`src/hw/pc_hard_pkg.sv`:
```
// PC hardening shared definitions
`default_nettype none

package pc_hard_pkg;

  // Fetch address width
  localparam int PC_W = 32;

  // Sequential successor steps for compressed and full instructions
  localparam logic [PC_W-1:0] INC_CMPR = 2;
  localparam logic [PC_W-1:0] INC_FULL = 4;

  // Fault record queue sizing
  localparam int FIFO_DEPTH = 4;
  localparam int FIFO_AW = $clog2(FIFO_DEPTH);
  localparam int FIFO_CW = $clog2(FIFO_DEPTH + 1);
  localparam logic [FIFO_CW-1:0] FIFO_CNT_MAX = FIFO_CW'(FIFO_DEPTH);

  // Credits granted by the alert handler out of reset
  localparam int LOG_CREDITS = 2;
  localparam int CRED_W = $clog2(LOG_CREDITS + 1);
  localparam logic [CRED_W-1:0] CRED_INIT = CRED_W'(LOG_CREDITS);

  // PC mux select codes as seen from the core controller
  typedef enum logic [3:0] {
    PC_MUX_OTHER  = 4'd0,
    PC_MUX_MRET   = 4'd1,
    PC_MUX_JUMP   = 4'd4,
    PC_MUX_BRANCH = 4'd5
  } pc_mux_e;

  typedef enum logic [2:0] {
    FAULT_NONE       = 3'd0,
    FAULT_SEQ        = 3'd1,
    FAULT_BRANCH_TGT = 3'd2,
    FAULT_JUMP_TGT   = 3'd3,
    FAULT_MRET_TGT   = 3'd4,
    FAULT_BRANCH_DEC = 3'd5
  } fault_cause_e;

  // IF to ID handover snapshot
  typedef struct packed {
    logic            hand;
    logic [PC_W-1:0] pc_if;
    logic [PC_W-1:0] pc_id;
    logic            compressed;
    logic            ptr;
    logic            dummy;
    logic            last_op;
  } if_id_t;

  typedef struct packed {
    logic            set;
    pc_mux_e         mux;
    logic [PC_W-1:0] target;
    logic            cmp_result;
  } pc_set_t;

  typedef struct packed {
    logic pc_hardening;
    logic dataindtiming;
  } cpuctrl_t;

  typedef struct packed {
    fault_cause_e    cause;
    logic [PC_W-1:0] pc;
  } fault_rec_t;

  // Secure defaults with hardening on
  localparam cpuctrl_t CPUCTRL_RST = '{pc_hardening: 1'b1, dataindtiming: 1'b0};

endpackage

`default_nettype wire

```
`src/hw/pc_xsecure_ctrl.sv`:
```
// Security control register
`default_nettype none
`timescale 1ns/1ps

module pc_xsecure_ctrl (
  input  logic                  clk_i,
  input  logic                  rst_n_i,
  input  logic                  cfg_we_i,
  input  pc_hard_pkg::cpuctrl_t cfg_wdata_i,
  output pc_hard_pkg::cpuctrl_t cpuctrl_o
);

  pc_hard_pkg::cpuctrl_t cpuctrl_q;

  // Register loads on a write strobe
  // New value visible the cycle after the write
  always_ff @(posedge clk_i) begin
    if (!rst_n_i) begin
      cpuctrl_q <= pc_hard_pkg::CPUCTRL_RST;
    end else if (cfg_we_i) begin
      cpuctrl_q <= cfg_wdata_i;
    end
  end

  assign cpuctrl_o = cpuctrl_q;

  // Hardening must come out of reset enabled
  a_pc_hardening_default_on: assert property (
    @(posedge clk_i)
    $rose(rst_n_i) |-> cpuctrl_o.pc_hardening
  ) else $error("pc_hardening not set after reset release");

endmodule

`default_nettype wire

```
`src/hw/pc_seq_check.sv`:
```
// Sequential fetch PC checker
`default_nettype none
`timescale 1ns/1ps

module pc_seq_check (
  input  logic                    clk_i,
  input  logic                    rst_n_i,
  input  pc_hard_pkg::if_id_t     if_id_i,
  input  pc_hard_pkg::pc_set_t    pc_set_i,
  output pc_hard_pkg::fault_rec_t fault_o
);

  // Control state
  logic pend_q;
  logic seen_q;
  logic set_q;

  // Handover snapshot
  logic [pc_hard_pkg::PC_W-1:0] pc_id_q;
  logic [pc_hard_pkg::PC_W-1:0] pc_if_q;
  logic                         cmpr_q;
  logic                         dummy_q;
  logic                         last_op_q;

  logic [pc_hard_pkg::PC_W-1:0] pc_exp;
  logic                         exempt;
  logic                         mismatch;

  always_ff @(posedge clk_i) begin
    if (!rst_n_i) begin
      pend_q <= 1'b0;
      seen_q <= 1'b0;
      set_q  <= 1'b0;
    end else begin
      // Check runs only in the cycle right after a handover
      pend_q <= if_id_i.hand;
      seen_q <= seen_q | if_id_i.hand;
      set_q  <= pc_set_i.set;
    end
  end

  always_ff @(posedge clk_i) begin
    if (if_id_i.hand) begin
      pc_id_q   <= if_id_i.pc_id;
      pc_if_q   <= if_id_i.pc_if;
      cmpr_q    <= if_id_i.compressed;
      dummy_q   <= if_id_i.dummy;
      last_op_q <= if_id_i.last_op;
    end
  end

  // Expected successor of the ID PC
  assign pc_exp = pc_id_q + (cmpr_q ? pc_hard_pkg::INC_CMPR : pc_hard_pkg::INC_FULL);

  // Exemptions
  // PC set now or one cycle ago, table pointer in IF, both PCs still zero
  assign exempt = pc_set_i.set | set_q | if_id_i.ptr |
                  ((if_id_i.pc_if == '0) && (pc_id_q == '0));

  always_comb begin
    if (dummy_q) begin
      // Dummy shares the PC of the instruction in ID
      mismatch = (if_id_i.pc_if != pc_id_q);
    end else if (!last_op_q) begin
      // Multi-op instruction keeps IF parked
      mismatch = (if_id_i.pc_if != pc_if_q);
    end else begin
      mismatch = (if_id_i.pc_if != pc_exp);
    end
  end

  always_comb begin
    fault_o.pc    = if_id_i.pc_if;
    fault_o.cause = pc_hard_pkg::FAULT_NONE;
    if (pend_q && !exempt && mismatch) begin
      fault_o.cause = pc_hard_pkg::FAULT_SEQ;
    end
  end

  // No sequence fault before the first handover
  a_no_fault_before_hand: assert property (
    @(posedge clk_i) disable iff (!rst_n_i)
    !seen_q |-> (fault_o.cause == pc_hard_pkg::FAULT_NONE)
  ) else $error("sequence fault without prior handover");

endmodule

`default_nettype wire

```
`src/hw/pc_target_check.sv`:
```
// PC-set target recomputation checker
`default_nettype none
`timescale 1ns/1ps

module pc_target_check (
  input  logic                    clk_i,
  input  logic                    rst_n_i,
  input  pc_hard_pkg::pc_set_t    pc_set_i,
  input  pc_hard_pkg::cpuctrl_t   cpuctrl_i,
  output pc_hard_pkg::fault_rec_t fault_o
);

  // Registered PC set, armed only for checked mux states
  logic                         pc_set_q;
  pc_hard_pkg::pc_mux_e         mux_q;
  logic [pc_hard_pkg::PC_W-1:0] tgt_q;
  logic                         cmp_q;

  logic checked_mux;
  logic tgt_diff;
  logic dec_diff;

  assign checked_mux = (pc_set_i.mux == pc_hard_pkg::PC_MUX_BRANCH) ||
                       (pc_set_i.mux == pc_hard_pkg::PC_MUX_JUMP) ||
                       (pc_set_i.mux == pc_hard_pkg::PC_MUX_MRET);

  always_ff @(posedge clk_i) begin
    if (!rst_n_i) begin
      pc_set_q <= 1'b0;
    end else begin
      pc_set_q <= pc_set_i.set && checked_mux;
    end
  end

  // First computation
  always_ff @(posedge clk_i) begin
    if (pc_set_i.set) begin
      mux_q <= pc_set_i.mux;
      tgt_q <= pc_set_i.target;
      cmp_q <= pc_set_i.cmp_result;
    end
  end

  // Recomputation presented one cycle later
  assign tgt_diff = (pc_set_i.target != tgt_q);
  // Decision is fixed to taken under data independent timing
  assign dec_diff = (pc_set_i.cmp_result != cmp_q) && !cpuctrl_i.dataindtiming;

  always_comb begin
    fault_o.pc    = tgt_q;
    fault_o.cause = pc_hard_pkg::FAULT_NONE;
    if (pc_set_q) begin
      case (mux_q)
        pc_hard_pkg::PC_MUX_BRANCH: begin
          // Target mismatch wins over decision mismatch
          if (tgt_diff) begin
            fault_o.cause = pc_hard_pkg::FAULT_BRANCH_TGT;
          end else if (dec_diff) begin
            fault_o.cause = pc_hard_pkg::FAULT_BRANCH_DEC;
          end
        end
        pc_hard_pkg::PC_MUX_JUMP: begin
          if (tgt_diff) fault_o.cause = pc_hard_pkg::FAULT_JUMP_TGT;
        end
        pc_hard_pkg::PC_MUX_MRET: begin
          if (tgt_diff) fault_o.cause = pc_hard_pkg::FAULT_MRET_TGT;
        end
        default: ;
      endcase
    end
  end

endmodule

`default_nettype wire

```
`src/hw/pc_alert_log.sv`:
```
// Major alert and fault record logger
`default_nettype none
`timescale 1ns/1ps

module pc_alert_log (
  input  logic                    clk_i,
  input  logic                    rst_n_i,
  input  pc_hard_pkg::cpuctrl_t   cpuctrl_i,
  input  pc_hard_pkg::fault_rec_t seq_fault_i,
  input  pc_hard_pkg::fault_rec_t tgt_fault_i,
  input  logic                    rec_credit_i,
  output logic                    alert_major_o,
  output logic                    rec_valid_o,
  output pc_hard_pkg::fault_rec_t rec_o,
  output logic                    rec_drop_o
);

  pc_hard_pkg::fault_rec_t mem_q [pc_hard_pkg::FIFO_DEPTH];

  logic [pc_hard_pkg::FIFO_AW-1:0] wr_ptr_q;
  logic [pc_hard_pkg::FIFO_AW-1:0] rd_ptr_q;
  logic [pc_hard_pkg::FIFO_CW-1:0] cnt_q;
  logic [pc_hard_pkg::FIFO_CW-1:0] cnt_d;
  logic [pc_hard_pkg::FIFO_CW-1:0] free;
  logic [pc_hard_pkg::CRED_W-1:0]  cred_q;
  logic [pc_hard_pkg::CRED_W-1:0]  cred_d;
  logic [1:0]                      n_req;
  logic                            seq_vld;
  logic                            tgt_vld;
  logic                            acc_first;
  logic                            acc_second;
  logic                            drop_now;
  logic                            pop;
  pc_hard_pkg::fault_rec_t         first_rec;

  // Hardening gate applies here only
  assign seq_vld = cpuctrl_i.pc_hardening && (seq_fault_i.cause != pc_hard_pkg::FAULT_NONE);
  assign tgt_vld = cpuctrl_i.pc_hardening && (tgt_fault_i.cause != pc_hard_pkg::FAULT_NONE);
  assign n_req   = {1'b0, seq_vld} + {1'b0, tgt_vld};

  // Target record takes the first slot
  assign first_rec = tgt_vld ? tgt_fault_i : seq_fault_i;

  // Space check ignores a same-cycle pop
  assign free       = pc_hard_pkg::FIFO_CNT_MAX - cnt_q;
  assign acc_first  = (n_req != 2'd0) && (free != '0);
  assign acc_second = (n_req == 2'd2) && (free[pc_hard_pkg::FIFO_CW-1:1] != '0);
  assign drop_now   = ((n_req != 2'd0) && !acc_first) || ((n_req == 2'd2) && !acc_second);

  // Send only with a credit in hand
  assign pop = (cnt_q != '0) && (cred_q != '0);

  always_comb begin
    cnt_d = cnt_q;
    if (acc_first) cnt_d = cnt_d + 1'b1;
    if (acc_second) cnt_d = cnt_d + 1'b1;
    if (pop) cnt_d = cnt_d - 1'b1;
  end

  always_comb begin
    cred_d = cred_q;
    if (pop) cred_d = cred_d - 1'b1;
    if (rec_credit_i) cred_d = cred_d + 1'b1;
  end

  always_ff @(posedge clk_i) begin
    if (!rst_n_i) begin
      alert_major_o <= 1'b0;
      rec_valid_o   <= 1'b0;
      rec_drop_o    <= 1'b0;
      wr_ptr_q      <= '0;
      rd_ptr_q      <= '0;
      cnt_q         <= '0;
      cred_q        <= pc_hard_pkg::CRED_INIT;
    end else begin
      // One alert cycle per faulting cycle
      alert_major_o <= seq_vld | tgt_vld;
      rec_valid_o   <= pop;
      rec_drop_o    <= rec_drop_o | drop_now;
      wr_ptr_q      <= wr_ptr_q + {1'b0, acc_first} + {1'b0, acc_second};
      if (pop) rd_ptr_q <= rd_ptr_q + 1'b1;
      cnt_q         <= cnt_d;
      cred_q        <= cred_d;
    end
  end

  // Queue storage and outgoing payload
  always_ff @(posedge clk_i) begin
    if (acc_first) mem_q[wr_ptr_q] <= first_rec;
    if (acc_second) mem_q[wr_ptr_q + 1'b1] <= seq_fault_i;
    if (pop) rec_o <= mem_q[rd_ptr_q];
  end

  a_rec_needs_credit: assert property (
    @(posedge clk_i) disable iff (!rst_n_i)
    rec_valid_o |-> $past(cred_q != '0)
  ) else $error("record sent without credit");

  a_cred_bound: assert property (
    @(posedge clk_i) disable iff (!rst_n_i)
    cred_q <= pc_hard_pkg::CRED_INIT
  ) else $error("credit counter above grant");

endmodule

`default_nettype wire

```
`src/hw/pc_hardening_top.sv`:
```
// PC hardening checker top
`default_nettype none
`timescale 1ns/1ps

module pc_hardening_top (
  input  logic                    clk_i,
  input  logic                    rst_n_i,
  input  logic                    cfg_we_i,
  input  pc_hard_pkg::cpuctrl_t   cfg_wdata_i,
  input  pc_hard_pkg::if_id_t     if_id_i,
  input  pc_hard_pkg::pc_set_t    pc_set_i,
  input  logic                    rec_credit_i,
  output logic                    alert_major_o,
  output logic                    rec_valid_o,
  output pc_hard_pkg::fault_rec_t rec_o,
  output logic                    rec_drop_o
);

  pc_hard_pkg::cpuctrl_t   cpuctrl;
  pc_hard_pkg::fault_rec_t seq_fault;
  pc_hard_pkg::fault_rec_t tgt_fault;

  // Control register
  pc_xsecure_ctrl u_ctrl (
    .clk_i       (clk_i),
    .rst_n_i     (rst_n_i),
    .cfg_we_i    (cfg_we_i),
    .cfg_wdata_i (cfg_wdata_i),
    .cpuctrl_o   (cpuctrl)
  );

  // Fetch order checker
  pc_seq_check u_seq (
    .clk_i    (clk_i),
    .rst_n_i  (rst_n_i),
    .if_id_i  (if_id_i),
    .pc_set_i (pc_set_i),
    .fault_o  (seq_fault)
  );

  // Target and decision recomputation checker
  pc_target_check u_tgt (
    .clk_i     (clk_i),
    .rst_n_i   (rst_n_i),
    .pc_set_i  (pc_set_i),
    .cpuctrl_i (cpuctrl),
    .fault_o   (tgt_fault)
  );

  // Alert and record output
  pc_alert_log u_log (
    .clk_i         (clk_i),
    .rst_n_i       (rst_n_i),
    .cpuctrl_i     (cpuctrl),
    .seq_fault_i   (seq_fault),
    .tgt_fault_i   (tgt_fault),
    .rec_credit_i  (rec_credit_i),
    .alert_major_o (alert_major_o),
    .rec_valid_o   (rec_valid_o),
    .rec_o         (rec_o),
    .rec_drop_o    (rec_drop_o)
  );

endmodule

`default_nettype wire

```
`config.mk`:
```
export PLATFORM = sky130hd
export DESIGN_NAME = pc_hardening_top
export DESIGN_NICKNAME = d
export VERILOG_FILES = /design/src/hw/pc_hard_pkg.sv /design/src/hw/pc_xsecure_ctrl.sv /design/src/hw/pc_seq_check.sv /design/src/hw/pc_target_check.sv /design/src/hw/pc_alert_log.sv /design/src/hw/pc_hardening_top.sv
export SDC_FILE = /design/constraint.sdc
export NUM_CORES = 1
export LEC_CHECK = 0
export BUFFER_PORTS_ARGS = -buffer_cell sky130_fd_sc_hd__buf_2
export CORE_UTILIZATION = 25
export CTS_CLUSTER_SIZE = 24
export DETAILED_ROUTE_END_ITERATION = 12
export HOLD_SLACK_MARGIN = 0.03
export PLACE_DENSITY = 0.49
export SETUP_SLACK_MARGIN = 0.15
export SYNTH_ARGS = -nofsm -noshare
export SYNTH_HDL_FRONTEND = slang
export SYNTH_SLANG_ARGS = --single-unit
export TNS_END_PERCENT = 5
```
`constraint.sdc`:
```
create_clock -name clk_i -period 8.7 [get_ports clk_i]
set_clock_uncertainty 0.15 [all_clocks]
set_input_delay 0.435 -clock clk_i [delete_from_list [all_inputs] [get_ports clk_i]]
set_output_delay 0.435 -clock clk_i [all_outputs]
set_load 0.01 [all_outputs]
```
==> results of run 1 <==
[per-layer routing]
metal	wire, um	vias up	global-route usage
li1	-	5212	-
met1	24100	5989	0.238
met2	26900	464	0.297
met3	3430	71	0.0234
met4	1080	0	0.0444
met5	0	-	0
[cell usage in the layout, fill, tap and decap left out, drive strengths merged, types with 14 or more instances in the layout]
master       count
xnor2           53
nand3           36
edfxtp         271
nand4           35
nor4            41
mux2i           15
nor2b           14
o21ai           34
clkinv          14
buf            169
a22o            67
clkbuf          48
dfxtp           25
mux4            35
nand2b          18
a21oi           27
and2            15
xor2            19
a32o            65
nor3            21
nor2            39
and3            14
inv             17
nand2           62
dlygate4sd3     78
[worst paths after layout]
check / start / to / slack [ns] / cells past startpoint
worst max register to register: u_seq.pc_id_q[1] / u_log.cnt_q[2] / 2.71 / 19
worst min register to register: u_log.mem_q[0][33] / u_log.mem_q[0][33] / 0.34 / 2
worst min-delay path: rst_n_i / u_ctrl.cpuctrl_o[1] / 0.07 / 2
worst max-delay path: u_seq.pc_id_q[1] / u_log.cnt_q[2] / 2.71 / 19
[where the power goes]
group	internal, mW	total [mW]	switching (mW)
combinational	0.352	0.876	0.525
clock	0.828	1.47	0.642
sequential	1.76	1.86	0.108
total	2.93	4.21	1.28
[layout make-up]
class | count | share of cell area
flip-flops and latches | 296 | 0.461
clock inverters | 14 | 0.00674
inverters | 18 | 0.00387
clock buffers | 48 | 0.0539
multi-input cells | 778 | 0.333
well taps | 782 | 0.0522
repair buffers | 247 | 0.0895
[logic make-up after synthesis]
logic type | synth area share
DFF | 0.564
AOI/OAI and AO/OA | 0.159
xor gates and xnor gates | 0.0412
adders and majority gates | 0.00996
and+or+nand+nor | 0.130
muxes | 0.0612
buffers and inverters | 0.0353
[Yosys cell counts (19+ instances only)]
cell,n
edfxtp_1,271
a22o_1,67
a32o_1,65
nand2_1,62
clkbuf_1,60
xnor2_1,53
nor2_1,39
nor4_1,36
mux4_2,35
nand4_1,35
nand3_1,33
o21ai_0,30
buf_2,29
a21oi_1,27
dfxtp_1,25
nor3_1,21
xor2_1,19
[worst reg2reg max path, cell delays in order (launching register included)]
cell	delay, ns
edfxtp_1	0.37
ha_1	0.22
fa_1	0.30
nand4_1	0.53
nor4_2	0.89
nand2_1	0.18
nor3_1	0.19
o41ai_1	0.11
or4b_2	0.74
o31ai_4	0.25
nand3_2	0.31
clkinv_4	0.31
o21ai_0	0.13
ha_1	0.32
o21bai_1	0.15
ha_1	0.17
nand2_1	0.06
xnor2_1	0.14
xnor2_1	0.20
mux2i_1	0.20
[flip-flops by register name, indices dropped and copies added, names as in the netlist]
signal and cells:
u_ctrl.cpuctrl_o 2, u_log.alert_major_o 1, u_log.cnt_q 3, u_log.cred_q 2, u_log.mem_q 140, u_log.rd_ptr_q 2, u_log.rec_drop_o 1, u_log.rec_o 35
u_log.rec_valid_o 1, u_log.wr_ptr_q 2, u_seq.cmpr_q 1, u_seq.dummy_q 1, u_seq.last_op_q 1, u_seq.pc_id_q 32, u_seq.pc_if_q 32, u_seq.pend_q 1
u_seq.set_q 1, u_tgt.cmp_q 1, u_tgt.mux_q 4, u_tgt.pc_set_q 1, u_tgt.tgt_q 32
[repair_timing]
item                                    in CTS  in global routing
hold endpoints to repair                    76                  0
endpoints found under the setup margin       0                  0
hold buffers                                78                  0
==> flow_metrics.env, run 1 <==
export IMPL_status="finished, final reports clean"
export IMPL_fin_crit_sh=0.689
export IMPL_antenna_found_initial=1
export IMPL_critPathCaptureType="flop"
export IMPL_ctsResizeCount=0
export IMPL_max_freq_mhz=167
export IMPL_p_total_mw=4.21
export IMPL_synth_top_cells_by_area="edfxtp_1, mux4_2, a32o_1"
export IMPL_first_iter_violations=1214
export IMPL_crit_top_cell="ha_1"
export IMPL_post_route_util=0.310
export IMPL_diodes=0
export IMPL_yosysTopAreaCell="edfxtp_1"
export IMPL_tightest_slew_ns=1.08
export IMPL_slew_headroom=0.276
export IMPL_vdd_ir_drop_max_uv=147
export IMPL_path_cells="ha_1 > fa_1 > nand4_1 > nor4_2 > nand2_1 > nor3_1 > o41ai_1 > or4b_2 > o31ai_4 > nand3_2 > clkinv_4 > o21ai_0 > ha_1 > o21bai_1 > ha_1 > nand2_1 > xnor2_1 > xnor2_1 > mux2i_1"
export IMPL_layout_drive_gt1_share=0.207
export IMPL_rsz0062_at_grt="false"
export IMPL_viasPerCell=5.38
export IMPL_finalNonFillerCells=2183
export IMPL_hold_viol=0
export IMPL_syn_nets=1318
export IMPL_start_kind="flop"
export IMPL_root_buffer="clkbuf_16"
export IMPL_cts_made_buffers=38
export IMPL_dieArea_um2=62300
export IMPL_clock_path_buffers=3
export IMPL_tns_ns=0
export IMPL_avgSynthCellArea_um2=12.8
export IMPL_yosysWarnings=0
export IMPL_hpwl_um=36800
export IMPL_finalMaxSlewViolations=0
export IMPL_drc_errors=0
export IMPL_synth_edf_count=271
export IMPL_io_buffers=150
export IMPL_detail_route_wl_per_cell_um=25.4
export IMPL_grt_pass1_wl_um=81500
export IMPL_clock_latency_ns=0.57
export IMPL_dp_cells=2043
export IMPL_die_height_um=250
export IMPL_nNetsFinal=1503
export IMPL_multiInputGateArea_um2=6240
export IMPL_grtUsageTotal=0.176
export IMPL_synthDistinctLibCells=85
export IMPL_syn_area_um2=15300
export IMPL_placed_area_um2=16800
export IMPL_final_area_um2=18700
export IMPL_critical_path_top_delay_family="simple AND/OR/NAND/NOR gates"
export IMPL_synthArstFlopShare=0
export IMPL_synth_ff_type="edfxtp_1"
export IMPL_synthCells=1194
export IMPL_rows=90
export IMPL_worstSetupPathType="flop to flop"
export IMPL_clk_pin_slew_worst_paths_ns=0.06
export IMPL_antenna_left=0
export IMPL_cts_sinks=296
export IMPL_syn_to_final_growth_pct=22.3
export IMPL_die_x_um=250
export IMPL_place_gp_congestion=0.913
export IMPL_io_pins=151
export IMPL_setup_viol_count_final=0
export IMPL_hold_path_class="input port to flop"
export IMPL_power_density_nw_per_um2=225
export IMPL_initial_core_util=0.253
export IMPL_power_leakage_nw=6.29
export IMPL_layout_min_cycle_time_ns=5.99
export IMPL_maxCapViolations=0
export IMPL_grt_max_degree=69
export IMPL_crit_required_ns=9.03
export IMPL_fin_ws_ns=2.71
export IMPL_drt_total_wl_um=55500
export IMPL_arrival_ns=6.33
export IMPL_cp_slowest_stage_delay_ns=0.89
export IMPL_synth_seq_area_share=0.564
export IMPL_coreArea_um2=60500
export IMPL_grt_remaining_overflow=0
export IMPL_cp_num_buf_inv=1
export IMPL_cts_setup_buffers=0
export IMPL_cts_htree_levels=2
export IMPL_synth_top_cell_area_share=0.531
export IMPL_fillerInstances=6093
export IMPL_seq_area_um2=8640
export IMPL_synth_seq_cells=296
export IMPL_dr_total_vias=11736
export IMPL_slowest_stage="nor4_2"
export IMPL_drt_pass1_iterations=6
export IMPL_hold_ws_ns=0.0678
export IMPL_cts_tree="built"
export IMPL_worstPathMaxFanout=19
export IMPL_grt_pass1_vias=11822
export IMPL_place_worst_setup_slack_ns=2.83
No activity file was read; power rests on OpenSTA's default activity.
==> run 2: changes to the inputs <==
==> constraint.sdc (replaced) <==
create_clock -name clk_i -period 6.2 [get_ports clk_i]
set_clock_uncertainty 0.15 [all_clocks]
set_input_delay 0.31 -clock clk_i [delete_from_list [all_inputs] [get_ports clk_i]]
set_output_delay 0.31 -clock clk_i [all_outputs]
set_load 0.01 [all_outputs]
==> flow_metrics.env, run 2 (synthesized netlist as in run 1, its figures left out) <==
export IMPL_layout_drive_gt1_share=0.213
export IMPL_layout_min_cycle_time_ns=5.49
export IMPL_syn_to_final_growth_pct=25.9
export IMPL_rsz0062_at_grt="false"
export IMPL_antenna_found_initial=0
export IMPL_arrival_ns=5.83
export IMPL_initial_core_util=0.253
export IMPL_vdd_ir_drop_max_uv=180
export IMPL_cts_tree="built"
export IMPL_slew_headroom=0.272
export IMPL_status="finished, final reports clean"
export IMPL_hold_viol=0
export IMPL_place_gp_congestion=0.923
export IMPL_fillerInstances=6002
export IMPL_power_leakage_nw=6.54
export IMPL_r2r_start="u_seq.pc_id_q[1]"
export IMPL_reg2reg_setup_slack_ns=0.71
export IMPL_coreArea_um2=60500
export IMPL_io_pins=151
export IMPL_drt_pass1_iterations=5
export IMPL_hold_path_class="input port to flop"
export IMPL_cts_made_buffers=37
export IMPL_grt_max_degree=69
export IMPL_layout_commonest_cell="edfxtp_1"
export IMPL_dieArea_um2=62300
export IMPL_finalMaxSlewViolations=0
export IMPL_path_cells="ha_1 > fa_1 > nand4_1 > buf_4 > nor4_2 > a31o_1 > nor3_1 > or2_2 > or4b_2 > o31a_1 > nor4_2 > or2_1 > ha_1 > o21bai_1 > ha_1 > nand2_1 > xnor2_1 > xnor2_1 > mux2i_1"
export IMPL_worstPathMaxFanout=6
export IMPL_nNetsFinal=1548
export IMPL_worstSetupPathType="flop to flop"
export IMPL_place_worst_setup_slack_ns=0.757
export IMPL_io_buffers=150
export IMPL_dr_total_vias=11974
export IMPL_crit_top_cell="ha_1"
export IMPL_start_kind="flop"
export IMPL_critical_path_top_delay_family="simple AND/OR/NAND/NOR gates"
export IMPL_maxCapViolations=0
export IMPL_cp_slowest_stage_delay_ns=0.75
export IMPL_startpoint="u_seq.pc_id_q[1]"
export IMPL_post_route_util=0.319
export IMPL_clk_pin_slew_worst_paths_ns=0.06
export IMPL_grt_pass1_vias=12053
export IMPL_detail_route_wl_per_cell_um=24.9
export IMPL_tightest_slew_ns=1.09
export IMPL_cts_htree_levels=2
export IMPL_hpwl_um=37500
export IMPL_antenna_left=0
export IMPL_critPathCaptureType="flop"
export IMPL_grt_remaining_overflow=0
export IMPL_fin_ws_ns=0.712
export IMPL_grtUsageTotal=0.177
export IMPL_drt_total_wl_um=55500
export IMPL_final_cell_mix="edfxtp_1, buf_2, dlygate4sd3_1, a22o_1, a32o_1"
export IMPL_die_x_um=250
export IMPL_tns_ns=0
export IMPL_min_from="rec_credit_i"
export IMPL_cp_num_buf_inv=1
export IMPL_slowest_stage="or4b_2"
export IMPL_clock_latency_ns=0.57
export IMPL_cts_setup_buffers=0
export IMPL_crit_required_ns=6.54
export IMPL_grt_pass1_wl_um=81800
export IMPL_regMostFlops="u_log.mem_q"
export IMPL_max_freq_mhz=182
export IMPL_setup_viol_count_final=0
export IMPL_die_height_um=250
export IMPL_drc_errors=0
export IMPL_cts_sinks=296
export IMPL_power_density_nw_per_um2=317
export IMPL_rows=90
export IMPL_viasPerCell=5.36
export IMPL_largest_reg_flops=140
export IMPL_reg_top3="u_log.mem_q (140), u_log.rec_o (35)"
export IMPL_diodes=0
export IMPL_first_iter_violations=1132
export IMPL_fin_crit_sh=0.885
export IMPL_ctsResizeCount=0
export IMPL_root_buffer="clkbuf_16"
export IMPL_clock_path_buffers=3
export IMPL_cts_hold_buffers_added=112
[run 2: worst paths after layout]
kind	end	depth (start not counted)
max	u_log.cnt_q[2]	19
min	u_log.cred_q[0]	4
max reg2reg	u_log.cnt_q[2]	19
min reg2reg	u_log.mem_q[1][33]	2
[run 2: report_power, final]
part	total [mW]	internal, mW	leakage, nW	switching (mW)
Clock	2.25	1.33	0.609	0.927
Combinational	1.25	0.516	3.10	0.738
Sequential	2.61	2.46	2.83	0.148
Total	6.12	4.31	6.54	1.81
[run 2: per-layer routing]
layer	routed length, um	share of wire	GRT usage
met5	0	0	0
met4	1630	0.029	0.0605
met3	3690	0.067	0.0277
met2	26900	0.48	0.297
met1	23300	0.42	0.232
[run 2: area by class of cell]
class | instances | area [um^2] | area share
well taps | 782 | 978 | 0.0507
flip-flops and latches | 296 | 8640 | 0.448
inverters | 18 | 72.6 | 0.00376
repair buffers | 293 | 2110 | 0.109
clock inverters | 22 | 293 | 0.0152
clock buffers | 45 | 956 | 0.0496
multi-input cells | 778 | 6240 | 0.324
[run 2: metrics by stage]
| step | area [um^2] | cells | power [mW] | hold WS [ns] |
|---|---|---|---|---|
| final | 19300 | 2234 | 6.12 | 0.0847 |
| after global routing | 19300 | 2234 | 6.39 | 0.121 |
| after CTS | 19300 | 2234 | 6.22 | 0.0605 |
| after detailed placement | 16900 | 2055 | 3.87 | 0.317 |
| after global placement | 16900 | 2055 | 3.87 | 0.320 |
| after floorplan | 15300 | 1194 | 3.33 | 0.237 |
[run 2: tightest hold or removal path, stage by stage]
cell and delay (ns):
buf_2 0.13, xnor2_1 0.08, xnor2_1 0.12, and2_1 0.11
==> run 3: changes to the inputs <==
--- a/config.mk
+++ b/config.mk
@@ -5,6 +5,7 @@
 export SDC_FILE = /design/constraint.sdc
 export NUM_CORES = 1
 export LEC_CHECK = 0
+export ABC_AREA = 1
 export BUFFER_PORTS_ARGS = -buffer_cell sky130_fd_sc_hd__buf_2
 export CORE_UTILIZATION = 25
 export CTS_CLUSTER_SIZE = 24
==> flow_metrics.env, run 3 <==
export IMPL_netlist_top_cells_count="nand2_1, edfxtp_1, nor2_1"
export IMPL_drt_pass1_iterations=5
export IMPL_synthDistinctLibCells=41
export IMPL_synthArstFlopShare=0
export IMPL_worstPathMaxFanout=37
export IMPL_syn_area_um2=14600
export IMPL_timing_rr_end="u_log.mem_q[3][0]"
export IMPL_arrival_ns=4.84
export IMPL_syn_nets=1659
export IMPL_cts_sinks=296
export IMPL_grt_max_degree=73
export IMPL_avgSynthCellArea_um2=9.54
export IMPL_nNetsFinal=1918
export IMPL_crit_required_ns=6.27
export IMPL_antenna_found_initial=1
export IMPL_reg_top3="u_log.mem_q (140), u_log.rec_o (35)"
export IMPL_layout_min_cycle_time_ns=4.78
export IMPL_diodes=0
export IMPL_start_kind="flop"
export IMPL_io_buffers=150
export IMPL_drc_errors=0
export IMPL_synth_edf_count=271
export IMPL_viasPerCell=4.80
export IMPL_vdd_ir_drop_max_uv=175
export IMPL_slew_headroom=0.224
export IMPL_reg2reg_setup_slack_ns=1.42
export IMPL_cts_setup_buffers=0
export IMPL_synthCells=1535
export IMPL_startpoint="u_seq.pc_id_q[1]"
export IMPL_detail_route_wl_per_cell_um=19.0
export IMPL_yosysTopAreaCell="edfxtp_1"
export IMPL_die_x_um=244
export IMPL_clock_latency_ns=0.56
export IMPL_synth_top_cell_area_share=0.556
export IMPL_hold_viol=0
export IMPL_cts_tree="built"
export IMPL_place_worst_setup_slack_ns=1.39
export IMPL_critPathCaptureType="flop"
export IMPL_worstSetupPathType="flop to flop"
export IMPL_yosysMostFrequentCell="nand2_1"
export IMPL_rows=88
export IMPL_min_from="if_id_i[2]"
export IMPL_synth_ff_type="edfxtp_1"
export IMPL_power_density_nw_per_um2=327
export IMPL_grt_pass1_wl_um=74600
export IMPL_dieArea_um2=59500
export IMPL_drt_total_wl_um=49200
export IMPL_setup_viol_count_final=0
export IMPL_dr_total_vias=12420
export IMPL_grt_remaining_overflow=0
export IMPL_cts_htree_levels=2
export IMPL_tightest_slew_ns=1.16
export IMPL_final_cell_mix="nand2_1, edfxtp_1, nor2_1, o22ai_1, buf_2"
export IMPL_layout_drive_gt1_share=0.143
export IMPL_r2r_start="u_seq.pc_id_q[1]"
export IMPL_initial_core_util=0.253
export IMPL_coreArea_um2=57800
export IMPL_fin_crit_sh=0.770
export IMPL_root_buffer="clkbuf_16"
export IMPL_hold_ws_ns=0.133
export IMPL_fin_ws_ns=1.42
export IMPL_regMostFlops="u_log.mem_q"
export IMPL_die_height_um=244
export IMPL_synth_seq_area_share=0.590
export IMPL_clk_pin_slew_worst_paths_ns=0.06
export IMPL_max_freq_mhz=209
export IMPL_grtUsageTotal=0.164
export IMPL_clock_path_buffers=3
export IMPL_place_gp_congestion=0.899
export IMPL_maxCapViolations=0
export IMPL_status="finished, final reports clean"
export IMPL_largest_reg_flops=140
export IMPL_finalMaxSlewViolations=0
export IMPL_power_leakage_nw=7.38
export IMPL_post_route_util=0.321
export IMPL_syn_to_final_growth_pct=26.7
export IMPL_hold_path_class="input port to flop"
export IMPL_reg2reg_depth=22
export IMPL_hpwl_um=34300
export IMPL_io_pins=151
export IMPL_synth_top_cells_by_area="edfxtp_1, nand2_1, o22ai_1"
export IMPL_rsz0062_at_grt="false"
export IMPL_cts_made_buffers=36
export IMPL_yosysWarnings=0
export IMPL_synth_seq_cells=296
export IMPL_crit_path_end="u_log.mem_q[3][0]"
export IMPL_layout_commonest_cell="nand2_1"
export IMPL_first_iter_violations=969
export IMPL_tns_ns=0
export IMPL_grt_pass1_vias=12327
export IMPL_antenna_left=0
-- run 3: cell count changes in the layout (fill, tap and decap cells not counted), sizes merged, moves of 26 or more --
| cell | before | now |
|---|---|---|
| a22o | 67 | 0 |
| a32o | 65 | 0 |
| nand4 | 35 | 9 |
| mux4 | 35 | 0 |
| o21ai | 34 | 135 |
| o22ai | 9 | 154 |
| inv | 17 | 117 |
| nand3 | 36 | 96 |
| xnor2 | 53 | 1 |
| nand2 | 62 | 345 |
| nor2 | 39 | 179 |
-- run 3: stage by stage --
step,std cells,power (mW),instance area (um^2)
2_1_floorplan,1535,3.40,14600
3_3_place_gp,2408,3.95,16300
3_5_place_dp,2408,3.97,16300
4_1_cts,2586,6.16,18500
5_1_grt,2586,6.39,18500
6_report,2586,6.06,18500
-- run 3: layer usage --
layer / track usage / vias up / routed length [um]
met5: 0 / - / 0
met4: 0.0434 / 0 / 1100
met3: 0.0272 / 73 / 3040
met2: 0.273 / 448 / 23200
met1: 0.220 / 5919 / 21900
li1: - / 5980 / -
-- run 3: worst min-delay path by stage --
| stage | to | depth (start not counted) |
|---|---|---|
| 2_1_floorplan | u_tgt.pc_set_q | 1 |
| 3_3_place_gp | u_log.mem_q[1][33] | 2 |
| 3_5_place_dp | u_log.mem_q[2][33] | 2 |
| 4_1_cts | u_log.alert_major_o | 4 |
| 5_1_grt | u_log.alert_major_o | 4 |
| 6_report | u_log.alert_major_o | 4 |
-- run 3: critical path, cell delays in order (launching register included) --
cell	delay, ns
edfxtp_1	0.41
ha_1	0.26
fa_1	0.44
nand2_1	0.16
nor2_4	0.08
nand2_1	0.12
clkinv_1	0.14
nand2_1	0.08
nand3_1	0.10
nand2_1	0.11
nand2_1	0.05
nand2_1	0.05
nand2_1	0.05
nand3_1	0.06
nor2_1	0.05
nand2_1	0.06
nor2_1	0.07
nand3_2	0.16
nand3_4	0.16
nor3_4	0.41
nand2_4	0.37
nand2_1	0.44
buf_4	0.42
-- run 3: cells by family (layout without fill, tap and decap cells) --
kind of cell,Yosys count,in the layout,synth area share
and+or+nand+nor,664,664,0.194
adders and majority gates,11,11,0.0104
DFF,296,296,0.590
buffers and inverters,183,469,0.0504
AOI/OAI and AO/OA,345,345,0.134
xor gates and xnor gates,36,36,0.0215
-- run 3: repair_timing --
action | CTS | global route
resized for setup | 0 | 0
hold endpoints to repair | 117 | 0
hold buffers | 113 | 0
-- run 3: layout make-up --
cell class	instances	area, um^2
clock buffer	45	976
clock inverter	20	181
fill	6017	39300
inverter	115	432
multi-input combinational	1056	5270
sequential	296	8640
tap	765	957
timing repair buffer	289	2090
-- run 3: where the power goes --
part | switching, mW | internal [mW] | leakage (nW)
Clock | 0.886 | 1.21 | 0.573
Combinational | 0.923 | 0.454 | 3.95
Sequential | 0.102 | 2.48 | 2.86
